--- src/source/ccl_pkg.sv ---
package ccl_pkg;

    parameter int DEFAULT_LABEL_BITS = 7;
    parameter int DEFAULT_MAX_WIDTH  = 64;

    // Widest label the datapath carries
    parameter int LABEL_BITS = DEFAULT_LABEL_BITS;

    typedef logic [15:0]           coord_t;
    typedef logic [LABEL_BITS-1:0] label_t;
    typedef logic [15:0]           count_t;

    // Pixel count and bounding box of one label
    typedef struct packed {
        count_t count;
        coord_t min_x;
        coord_t min_y;
        coord_t max_x;
        coord_t max_y;
    } blob_stats_t;

    typedef struct packed {
        coord_t x;
        coord_t y;
        label_t label;
        logic   fresh;
    } labeled_pixel_t;

    typedef struct packed {
        label_t      label;
        blob_stats_t stats;
    } ranked_blob_t;

    // Largest blob first
    typedef struct packed {
        ranked_blob_t first;
        ranked_blob_t second;
        ranked_blob_t third;
    } blob_report_t;

endpackage

--- src/source/largest_blobs.sv ---
`timescale 1ns/1ns

module largest_blobs (
    input  logic                  clock,
    input  logic                  reset_n,
    input  logic                  frame_end,
    input  ccl_pkg::label_t       labels_used,
    output logic                  scan_req,
    output ccl_pkg::label_t       scan_addr,
    input  ccl_pkg::blob_stats_t  scan_data,
    output ccl_pkg::blob_report_t report,
    output logic                  done
);

    import ccl_pkg::*;

    typedef enum logic [2:0] {
        IDLE,
        SETTLE,
        READ,
        RANK,
        FINISH
    } state_t;

    state_t       state;
    logic         settle_cnt;
    label_t       addr;
    ranked_blob_t entry;

    assign scan_req  = (state == READ);
    assign scan_addr = addr;
    assign done      = (state == FINISH);
    assign entry     = '{label: addr, stats: scan_data};

    // --------------------------------------------------
    // Scan FSM, one read and one insert per label
    always_ff @(posedge clock) begin
        if (reset_n) begin
            state      <= IDLE;
            settle_cnt <= 1'b0;
            addr       <= label_t'(1);
            report     <= '0;
        end else begin
            case (state)
                IDLE: begin
                    if (frame_end) begin
                        state <= SETTLE;
                    end
                end
                // Last table write lands during this wait
                SETTLE: begin
                    settle_cnt <= 1'b1;
                    if (settle_cnt) begin
                        state <= (labels_used == '0) ? FINISH : READ;
                    end
                end
                READ: begin
                    state <= RANK;
                end
                RANK: begin
                    // Strictly greater, so lower labels keep ties
                    if (entry.stats.count > report.first.stats.count) begin
                        report.third  <= report.second;
                        report.second <= report.first;
                        report.first  <= entry;
                    end else if (entry.stats.count > report.second.stats.count) begin
                        report.third  <= report.second;
                        report.second <= entry;
                    end else if (entry.stats.count > report.third.stats.count) begin
                        report.third <= entry;
                    end
                    if (addr == labels_used) begin
                        state <= FINISH;
                    end else begin
                        addr  <= addr + label_t'(1);
                        state <= READ;
                    end
                end
                FINISH: begin
                    state <= FINISH;
                end
                default: begin
                    state <= IDLE;
                end
            endcase
        end
    end

    slots_descending: assert property (@(posedge clock) disable iff (reset_n)
        (report.first.stats.count >= report.second.stats.count) &&
        (report.second.stats.count >= report.third.stats.count));

endmodule

--- config.mk ---
export PLATFORM = sky130hd
export DESIGN_NAME = largest_blobs
export DESIGN_NICKNAME = d
export VERILOG_FILES = /design/src/source/ccl_pkg.sv /design/src/source/largest_blobs.sv
export SDC_FILE = /design/constraint.sdc
export NUM_CORES = 1
export LEC_CHECK = 0
export BUFFER_PORTS_ARGS = -buffer_cell sky130_fd_sc_hd__buf_2
export CORE_MARGIN = 10
export CORE_UTILIZATION = 51
export DETAILED_ROUTE_END_ITERATION = 10
export PLACE_DENSITY_LB_ADDON = 0.08
export SYNTH_ARGS = -nofsm -noshare
export SYNTH_HDL_FRONTEND = slang
export SYNTH_SLANG_ARGS = --single-unit
--- constraint.sdc ---
create_clock -name clock -period 3.6 [get_ports clock]
set_input_delay 0.72 -clock clock [delete_from_list [all_inputs] [get_ports clock]]
set_output_delay 0.72 -clock clock [all_outputs]
set_load 0.01 [all_outputs]
# --- Word-level counts from Yosys, hierarchy flattened ---
# Cells that the tools add are included.
word_totals:
  reg_bits: 272
  latchBits: 0
  ram_bits: 0
  romBits: 0
  output_inout_bits: 270
  n_memories: 0
op_classes:
  n_addsub: 1
  multipliers: 0
  n_div: 0
  order_cmp: 3
  eq_ne: 7
  n_shift: 0
  n_mux: 9
  bitwise_logic: 1
  reduce_logical: 9
ops:
  columns: ["operator", "count"]
  rows:
  - ["87-bit 2-to-1 mux", 3]
  - ["174-bit 2-to-1 mux", 1]
  - ["16-bit greater-than comparator", 3]
  - ["3-bit case mux with 5 select lines", 1]
  - ["3-bit 2-to-1 mux", 4]
  - ["2-bit AND reduction", 5]
  - ["7-bit by 1-bit adder with 7-bit output (second input constant)", 1]
  - ["7-bit == test", 1]
  - ["7-bit logical NOT", 1]
  - ["3-bit by 2-bit == test with 1-bit output (second input constant)", 2]
  - ["2-bit inequality test (second input constant)", 2]
  - ["3-bit by 1-bit == test with 1-bit output (second input constant)", 1]
  - ["3-bit == test (second input constant)", 1]
  - ["3-bit logical NOT", 1]
  - ["3-bit nonzero test", 1]
  - ["2-bit nonzero test", 1]
  - ["1-bit NOT", 1]

# --- Logic depth before layout (Yosys ltp) ---
# Gate-level depths: netlist (run 1).
depth:
  ltp_word: 4
  ltp_mapped: 13

# --- Least setup slack after synthesis (run 1) ---
# Ideal clock, no wire load.
synth_timing:
  path_type: "input to register"
  start: "input port scan_data[71] (netlist name)"
  end: "register report[77] (netlist name)"
  setup_ns: 0.142
  arrival_ns: 2.688
  required_ns: 3.458
  setup_slack_ns: 0.770
  path_stages: 11
  n_path_buf: 3
  path_cell_list: "ha_1 -> a21oi_1 -> o21ai_1 -> a221o_1 -> o31a_2 -> o21a_1 -> buf_4 -> buf_6 -> buf_2 -> nor3_1 -> nor4_2"
synth_between:
  elab_chain_cells: 3
  elab_cells_between_ends: 7
  cone_classes: "order compare (3); mux (2); reduce/logical (2)"
synth_rtl:
  columns: ["item", "line_no", "rtl"]
  rows:
  - ["from (decl)", "largest_blobs.sv:10", "input ccl_pkg::blob_stats_t scan_data,"]
  - ["16-bit greater-than comparator (on tied branches)", "largest_blobs.sv:62, largest_blobs.sv:66, largest_blobs.sv:69", null]
  - ["3-bit nonzero test (no source line) / 87-bit 2-to-1 mux (equally long branches)", null, null]
  - ["2-bit AND reduction (no source line) / 174-bit 2-to-1 mux (equally long branches)", null, null]
  - ["to (decl)", "largest_blobs.sv:11", "output ccl_pkg::blob_report_t report,"]
# Parallel ways exist; a longest one is shown, timed or not.
# A chain may end at the register's enable or synchronous reset.

# --- Worst setup path after layout (run 1) ---
layout_timing:
  start: "register report[252] (netlist name)"
  end: "register report[7] (netlist name)"
layout_between:
  elab_chain_cells: 3
  elab_cells_between_ends: 4
  cone_classes: "order compare (1); mux (1); reduce/logical (2)"
layout_rtl:
  columns: ["item", "line_no", "rtl"]
  rows:
  - ["16-bit greater-than comparator *", "largest_blobs.sv:62", "if (entry.stats.count > report.first.stats.count) begin"]
  - ["3-bit nonzero test (no source line)", null, null]
  - ["2-bit AND reduction (no source line)", null, null]
# Mark *: on every way between the ends. The rest lies on a longest branch, timed or not.

==> impl_metrics.env, run 1 <==
export IMPL_rows=58
export IMPL_die_w_um=179
export IMPL_slowest_stage="o21a_4"
export IMPL_fin_skew_ns=0.0100
export IMPL_drt_pass1_iter_count=7
export IMPL_grt_usage_pct=25.9
export IMPL_max_cap_violations=0
export IMPL_fin_tns_setup_ns=0
export IMPL_numCtsBuffers=29
export IMPL_yosysTopAreaCellShare_pct=42.3
export IMPL_initial_core_util_pct=51.5
export IMPL_syn_inst=1514
export IMPL_gp_congestion=0.874
export IMPL_vdd_drop_max_v=0.000403
export IMPL_hold_viol_final=0
export IMPL_ys_seq_elements=272
export IMPL_finalInstanceArea_um2=15900
export IMPL_slew_headroom_pct=37.7
export IMPL_netlist_area_um2=12900
export IMPL_final_nets=1940
export IMPL_cts_root_buf="clkbuf_16"
export IMPL_drive_gt1_share_pct=27.9
export IMPL_antenna_found_initial=5
export IMPL_post_route_util_pct=63.7
export IMPL_cts_resized=0
export IMPL_syn_area_per_cell_um2=8.51
export IMPL_cp_arrival_ns=3.53
export IMPL_vias=12501
export IMPL_synth_cell_type_count=50
export IMPL_wl_per_cell_um=20.3
export IMPL_critPathMaxFanout=23
export IMPL_cts_sinks=272
export IMPL_place_area_um2=15000
export IMPL_hold_class="input pin to flip-flop"
export IMPL_critical_path_cell_chain="inv_1, ha_1, nand4_1, nor4_2, a21boi_1, o31a_4, o21a_4, buf_4, nor3_1, nor4_1"
export IMPL_ios=360
export IMPL_syn_to_final_growth_pct=23.7
export IMPL_cts_tree="done"
export IMPL_critPathRequiredTime_ns=4.04
export IMPL_overflow=0
export IMPL_post_cts_setup_buffers=0
export IMPL_hpwlAfterDp_um=29500
export IMPL_cts_buffer_depth=3
export IMPL_clkTransAtPathRegs_ns=0.06
export IMPL_grt_pass1_wl_um=67200
export IMPL_fp_dieH_um=179
export IMPL_synth_nets=1653
export IMPL_seq_area_frac_synth_pct=42.3
export IMPL_final_common_cell="buf_2"
export IMPL_max_freq_mhz=324
export IMPL_cpPeakStageDelay_ns=0.47
export IMPL_grt_max_degree=124
export IMPL_cp_start_kind="flip-flop"
export IMPL_yosys_area_top_type="dfxtp_1"
export IMPL_finalSetupViolations=0
export IMPL_rsz0062_at_grt="false"
export IMPL_vias_per_cell=5.79
export IMPL_finalMaxSlewViolations=0
export IMPL_synth_edf_count=0
export IMPL_p_leak_nw=6.65
export IMPL_synth_ff_type="dfxtp_1"
export IMPL_port_buffers=359
export IMPL_fin_ws_ns=0.510
export IMPL_fin_cells=2158
export IMPL_power_total_mw=6.97
export IMPL_core_um2=25000
export IMPL_drt_iter0_markers=1140
export IMPL_status="complete, no violations"
export IMPL_mostFrequentLayoutCells="358 x buf_2, 272 x dfxtp_1, 258 x nor3_1"
export IMPL_synthArstFlopShare_pct=0
export IMPL_max_slew_worst_pin_slew_ns=0.934
export IMPL_powerDensity_nw_per_um2=438
export IMPL_antenna_left=0
export IMPL_synth_area_top_cells="dfxtp_1 42%, nor3_1 10%, mux2i_1 6.8%"
export IMPL_path_class="flip-flop to flip-flop"
export IMPL_postCtsHoldBufs=0
export IMPL_htree_levels=1
export IMPL_pre_cts_ws_ns=0.0941
export IMPL_clock_insertion_delay_worst_skew_ns=0.55
export IMPL_fin_crit_sh_pct=85.8
export IMPL_route_detailed_drc=0
export IMPL_worstSetupEndpointType="flip-flop"
export IMPL_fin_worst_hold_slack_ns=0.429
export IMPL_dieArea_um2=32000
export IMPL_wirelength_um=43800
export IMPL_dp_cells=2100
export IMPL_min_period_ns=3.09
export IMPL_yosysWarnings=0
export IMPL_grt_pass1_vias=12162
worst paths after layout:
check	startpoint	to	slack, ns	cells after the start
max	report[252]	report[7]	0.51	10
min reg2reg	report[179]	report[179]	0.47	2
max reg2reg	report[252]	report[7]	0.51	10
min	scan_data[1]	report[175]	0.43	3
state kept, by name (all words and copies together) (netlist names):
signal and cells:
report 261, scan_addr 7, state 3, settle_cnt 1
layout make-up:
cell class	count	area (um^2)
clock buffers	43	848
flip-flops and latches	272	5450
inverters	49	184
diodes	5	12.5
well taps	330	413
multi-input cells	1053	6570
repair buffers	396	2360
fillers	2235	9100
clock inverters	10	106
critical path, delay by kind of cell, from the launching register on:
kind                       cells  cell delay [ns]
adders and majority gates      1             0.31
buffers and inverters          2             0.33
and+or+nand+nor                4             0.89
DFF                            1             0.39
AOI/OAI and AO/OA              3             1.04
cell families after synthesis:
| family | share of synthesized area (%) |
|---|---|
| AND/OR/NAND/NOR | 25.8 |
| buffers and inverters | 7.19 |
| flip-flops | 42.3 |
| adder cells (fa/ha/maj) | 4.76 |
| multiplexers | 6.84 |
| AO/OA/AOI/OAI | 12.3 |
| XOR/XNOR | 0.816 |
where the power goes:
group	leakage [nW]	total (mW)	switching (mW)	internal, mW
Sequential	2.20	3.16	0.0691	3.09
Combinational	3.98	0.812	0.498	0.314
Clock	0.472	3.00	1.24	1.77
Total	6.65	6.97	1.80	5.17
per-layer routing:
metal	track usage [%]	vias up	routed length (um)
li1	-	5990	-
met1	31.7	5932	17500
met2	42.8	504	20700
met3	7.50	75	4370
met4	8.51	0	1240
met5	0	-	0
cells in the mapped netlist (2+ instances only):
| library cell | instances |
|---|---|
| buf_1 | 4 |
| o211ai_1 | 2 |
| nand2_1 | 184 |
| buf_6 | 14 |
| a21o_1 | 5 |
| clkbuf_1 | 53 |
| a21oi_1 | 108 |
| nand3_1 | 11 |
| and2_1 | 2 |
| a211oi_1 | 54 |
| xor2_1 | 11 |
| nand2b_1 | 2 |
| dfxtp_1 | 272 |
| buf_2 | 59 |
| o21ai_0 | 4 |
| nor2b_1 | 3 |
| a211oi_2 | 35 |
| nor3_1 | 258 |
| nor3_2 | 10 |
| or3_1 | 2 |
| ha_1 | 49 |
| inv_1 | 49 |
| nand4_1 | 14 |
| buf_4 | 9 |
| mux2i_1 | 88 |
| nor2_1 | 101 |
| nor4_2 | 11 |
| nor4_1 | 78 |
No activity file was read; power rests on OpenSTA's default activity.
==> inputs of run 2 (changes only) <==
clock period = 3.7 ns   (was 3.6 ns; I/O delays follow)
==> run 2 against run 1 <==
Net effect:
- maximum frequency rose by 2.9%
- register-to-register slack improved by 0.19 ns
- non-clock buffer count down 4
- combinational power fell by 2%
- sequential share of layout area is 0.12 points higher
- critical path depth did not move
- final area fell by 0.35%
- critical path type unchanged
- highest routed layer is now met5
==> impl_metrics.env, run 2 (synthesis gave the netlist of run 1 again) <==
export IMPL_path_class="flip-flop to flip-flop"
export IMPL_vias=12648
export IMPL_hold_viol_final=0
export IMPL_power_total_mw=6.77
export IMPL_mostFrequentLayoutCells="358 x buf_2, 272 x dfxtp_1, 258 x nor3_1"
export IMPL_fp_dieH_um=179
export IMPL_hpwlAfterDp_um=29600
export IMPL_pre_cts_ws_ns=0.229
export IMPL_grt_usage_pct=26.4
export IMPL_fin_cells=2155
export IMPL_route_detailed_drc=0
export IMPL_grt_pass1_wl_um=68800
export IMPL_cp_start_kind="flip-flop"
export IMPL_min_period_ns=3.00
export IMPL_rows=58
export IMPL_p_leak_nw=6.63
export IMPL_dp_cells=2096
export IMPL_largest_reg_flops=261
export IMPL_wirelength_um=44400
export IMPL_place_area_um2=14900
export IMPL_antenna_found_initial=5
export IMPL_critPathMaxFanout=25
export IMPL_wl_per_cell_um=20.6
export IMPL_cts_resized=0
export IMPL_fin_ws_ns=0.696
export IMPL_die_w_um=179
export IMPL_hold_class="input pin to flip-flop"
export IMPL_numCtsBuffers=30
export IMPL_fin_skew_ns=0.00943
export IMPL_finalInstanceArea_um2=15900
export IMPL_port_buffers=359
export IMPL_final_nets=1937
export IMPL_cts_buffer_depth=3
export IMPL_htree_levels=1
export IMPL_critPathRequiredTime_ns=4.15
export IMPL_postCtsHoldBufs=0
export IMPL_gp_congestion=0.832
export IMPL_regArea_um2=5450
export IMPL_nFillCells=2220
export IMPL_core_um2=25000
export IMPL_syn_to_final_growth_pct=23.3
export IMPL_initial_core_util_pct=51.5
export IMPL_ios=360
export IMPL_drive_gt1_share_pct=27.7
export IMPL_fin_tns_setup_ns=0
export IMPL_critical_path_cell_chain="inv_1, ha_1, nand4_1, or3_1, a21oi_1, or4b_1, o211a_4, buf_4, nor3_1, nor4_1"
export IMPL_max_freq_mhz=333
export IMPL_regMostFlops="report"
export IMPL_powerDensity_nw_per_um2=426
export IMPL_worstSetupEndpointType="flip-flop"
export IMPL_slew_headroom_pct=56.0
export IMPL_slowest_stage="or3_1"
export IMPL_cts_sinks=272
export IMPL_multiInputGateArea_um2=6570
export IMPL_max_slew_worst_pin_slew_ns=0.660
export IMPL_dieArea_um2=32000
export IMPL_grt_max_degree=80
export IMPL_finalSetupViolations=0
export IMPL_vdd_drop_max_v=0.000384
export IMPL_drt_iter0_markers=898
export IMPL_cts_root_buf="clkbuf_16"
export IMPL_post_route_util_pct=63.4
export IMPL_cts_tree="done"
export IMPL_post_cts_setup_buffers=0
export IMPL_clock_insertion_delay_worst_skew_ns=0.55
export IMPL_cp_arrival_ns=3.46
export IMPL_vias_per_cell=5.87
export IMPL_fin_crit_sh_pct=81.2
export IMPL_grt_pass1_vias=12437
export IMPL_max_cap_violations=0
export IMPL_rsz0062_at_grt="false"
export IMPL_drt_pass1_iter_count=5
export IMPL_finalMaxSlewViolations=0
export IMPL_final_common_cell="buf_2"
export IMPL_overflow=0
export IMPL_status="complete, no violations"
export IMPL_fin_worst_hold_slack_ns=0.444
export IMPL_antenna_left=0
export IMPL_clkTransAtPathRegs_ns=0.06
export IMPL_cpPeakStageDelay_ns=0.52
-- run 2: path summary, 6_finish.rpt --
path,from,to,slack (ns),depth (start not counted)
max reg2reg,report[78],report[15],0.70,10
min reg2reg,report[184],report[184],0.47,2
max,report[78],report[15],0.70,10
min,scan_data[40],report[214],0.44,3
-- run 2: worst max-delay path: cells and delay by family (launching register included) --
kind,cells,cell delay (ns)
AOI/OAI and AO/OA,2,0.65
and+or+nand+nor,5,1.17
DFF,1,0.38
buffers and inverters,2,0.36
adders and majority gates,1,0.31
-- run 2: layout make-up --
| cell class | instances | area share, % |
|---|---|---|
| tap | 330 | 2.60 |
| timing repair buffer | 392 | 14.5 |
| sequential | 272 | 34.3 |
| multi-input combinational | 1053 | 41.4 |
| inverter | 49 | 1.16 |
| clock inverter | 10 | 0.567 |
| clock buffer | 45 | 5.46 |
| antenna | 4 | 0.0630 |
-- run 2: power by group --
part           internal, mW  leakage [nW]  total (mW)  switching (mW)
logic                 0.302          3.96       0.793           0.490
clock network          1.68         0.476        2.90            1.22
registers              3.01          2.20        3.08          0.0668
-- run 2: layer usage --
metal	vias to the layer above	GRT usage [%]	part of all wire, %
met5	-	0	0.018
met4	2	10.4	3.4
met3	89	7.29	9.3
met2	520	42.9	47
met1	6071	32.6	40
li1	5966	-	-
==> inputs of run 3 (changes only) <==
clock period = 3 ns   (was 3.7 ns; I/O delays follow)
==> run 3 against run 2 <==
Net effect:
- first-iteration DRC count is 22% higher
- critical path depth is 1 higher
- sequential power is 23% higher
- critical path type unchanged
- critical endpoint is now report[98]
- largest power group is now the clock network
==> impl_metrics.env, run 3 (synthesis gave the netlist of run 1 again) <==
export IMPL_status="complete, no violations"
export IMPL_clock_insertion_delay_worst_skew_ns=0.56
export IMPL_grt_max_degree=107
export IMPL_max_freq_mhz=355
export IMPL_fp_dieH_um=179
export IMPL_slew_headroom_pct=48.2
export IMPL_fin_skew_ns=0.0107
export IMPL_htree_levels=1
export IMPL_cts_root_buf="clkbuf_16"
export IMPL_finalMaxSlewViolations=0
export IMPL_initial_core_util_pct=51.5
export IMPL_vias_per_cell=5.86
export IMPL_vdd_drop_max_v=0.000437
export IMPL_grt_pass1_wl_um=68300
export IMPL_antenna_found_initial=3
export IMPL_min_period_ns=2.81
export IMPL_largest_reg_flops=261
export IMPL_p_leak_nw=6.85
export IMPL_vias=12772
export IMPL_cts_sinks=272
export IMPL_hold_viol_final=0
export IMPL_worstSetupEndpointType="flip-flop"
export IMPL_fin_tns_setup_ns=0
export IMPL_grt_pass1_vias=12503
export IMPL_drive_gt1_share_pct=29.0
export IMPL_ios=360
export IMPL_antenna_left=0
export IMPL_drt_pass1_iter_count=8
export IMPL_top_layer_used="met4"
export IMPL_wl_met3_um=4210
export IMPL_routed_wl_met2_um=20700
export IMPL_finalInstanceArea_um2=16300
export IMPL_cts_tree="done"
export IMPL_numCtsBuffers=29
export IMPL_holdPathStages=3
export IMPL_max_slew_worst_pin_slew_ns=0.777
export IMPL_fin_cells=2178
export IMPL_dieArea_um2=32000
export IMPL_power_total_mw=8.75
export IMPL_rows=58
export IMPL_core_um2=25000
export IMPL_wl_per_cell_um=20.3
export IMPL_ff2ff_path_depth=11
export IMPL_die_w_um=179
export IMPL_route_detailed_drc=0
export IMPL_place_area_um2=15200
export IMPL_cp_arrival_ns=3.27
export IMPL_fin_crit_sh_pct=93.8
export IMPL_drt_iter0_markers=1097
export IMPL_overflow=0
export IMPL_hpwlAfterDp_um=29700
export IMPL_dp_cells=2119
export IMPL_syn_to_final_growth_pct=26.8
export IMPL_wirelength_um=44100
export IMPL_met1_length_um=17600
export IMPL_grt_usage_pct=26.1
export IMPL_clkTransAtPathRegs_ns=0.06
export IMPL_mostFrequentLayoutCells="358 x buf_2, 272 x dfxtp_1, 257 x nor3_1"
export IMPL_final_common_cell="buf_2"
export IMPL_final_nets=1961
export IMPL_cp_start_kind="flip-flop"
export IMPL_powerDensity_nw_per_um2=536
export IMPL_hold_class="input pin to flip-flop"
export IMPL_path_class="flip-flop to flip-flop"
export IMPL_gp_congestion=0.898
export IMPL_nFillCells=2136
export IMPL_max_cap_violations=0
export IMPL_rsz0062_at_grt="false"
export IMPL_critPathMaxFanout=22
export IMPL_cts_buffer_depth=3
export IMPL_port_buffers=359
export IMPL_regMostFlops="report"
export IMPL_finalSetupViolations=0
export IMPL_critPathRequiredTime_ns=3.45
## run 3: cell count changes in the layout (fill, tap and decap cells not counted), moves of 3 or more
| cell | delta |
|---|---|
| bufinv_16 | +4 |
| clkbuf_8 | +3 |
| clkbuf_1 | -6 |
| buf_4 | +13 |
| buf_12 | +10 |
## run 3: where the power goes
| part | internal [mW] | switching [mW] |
|---|---|---|
| Clock | 2.42 | 1.53 |
| Sequential | 3.71 | 0.0827 |
| Combinational | 0.400 | 0.609 |
## run 3: layout make-up
type	instances	area (um^2)	area share, %
flip-flops and latches	272	5450	33.3
diodes	3	7.51	0.0459
clock inverters	13	199	1.22
repair buffers	417	2650	16.2
well taps	330	413	2.53
inverters	49	184	1.13
multi-input cells	1053	6580	40.2
clock buffers	41	861	5.27
## run 3: worst max-delay path, stage by stage (launching register included)
cell      delay [ns]
dfxtp_1         0.38
inv_1           0.06
ha_1            0.32
nand4_1         0.21
nor3_2          0.29
a21boi_1        0.26
o31a_1          0.27
o21a_4          0.26
buf_12          0.19
buf_12          0.16
nor2_1          0.05
a211oi_1        0.25
## run 3: through the flow
stage / setup WS [ns] / hold slack, ns / util [%]
floorplan: 0.290 / 0.462 / -
global placement: -0.167 / 0.454 / 60.8
detailed placement: -0.232 / 0.460 / 60.8
CTS: 0.0681 / 0.282 / 65.0
global route: 0.00868 / 0.307 / 65.2
finish: 0.186 / 0.301 / 65.3
## run 3: routing by layer
layer / vias up / global-route usage, %
met1: 6091 / 32.3
li1: 6016 / -
met3: 103 / 6.72
met5: - / 0
met2: 562 / 42.4
met4: 0 / 10.5
## run 3: worst paths after layout
| check | endpoint | slack [ns] | from |
|---|---|---|---|
| max | report[98] | 0.19 | report[166] |
| min | report[191] | 0.30 | scan_data[17] |
| max reg2reg | report[98] | 0.19 | report[166] |
| min reg2reg | report[178] | 0.47 | report[178] |
## run 3: what timing repair did
item / 4_1_cts / 5_1_grt
hold buffers: 0 / 0
setup buffers: 0 / 1
setup endpoints to repair: 0 / 78
resized for setup: 0 / 3
endpoints found under the hold margin: 0 / 0
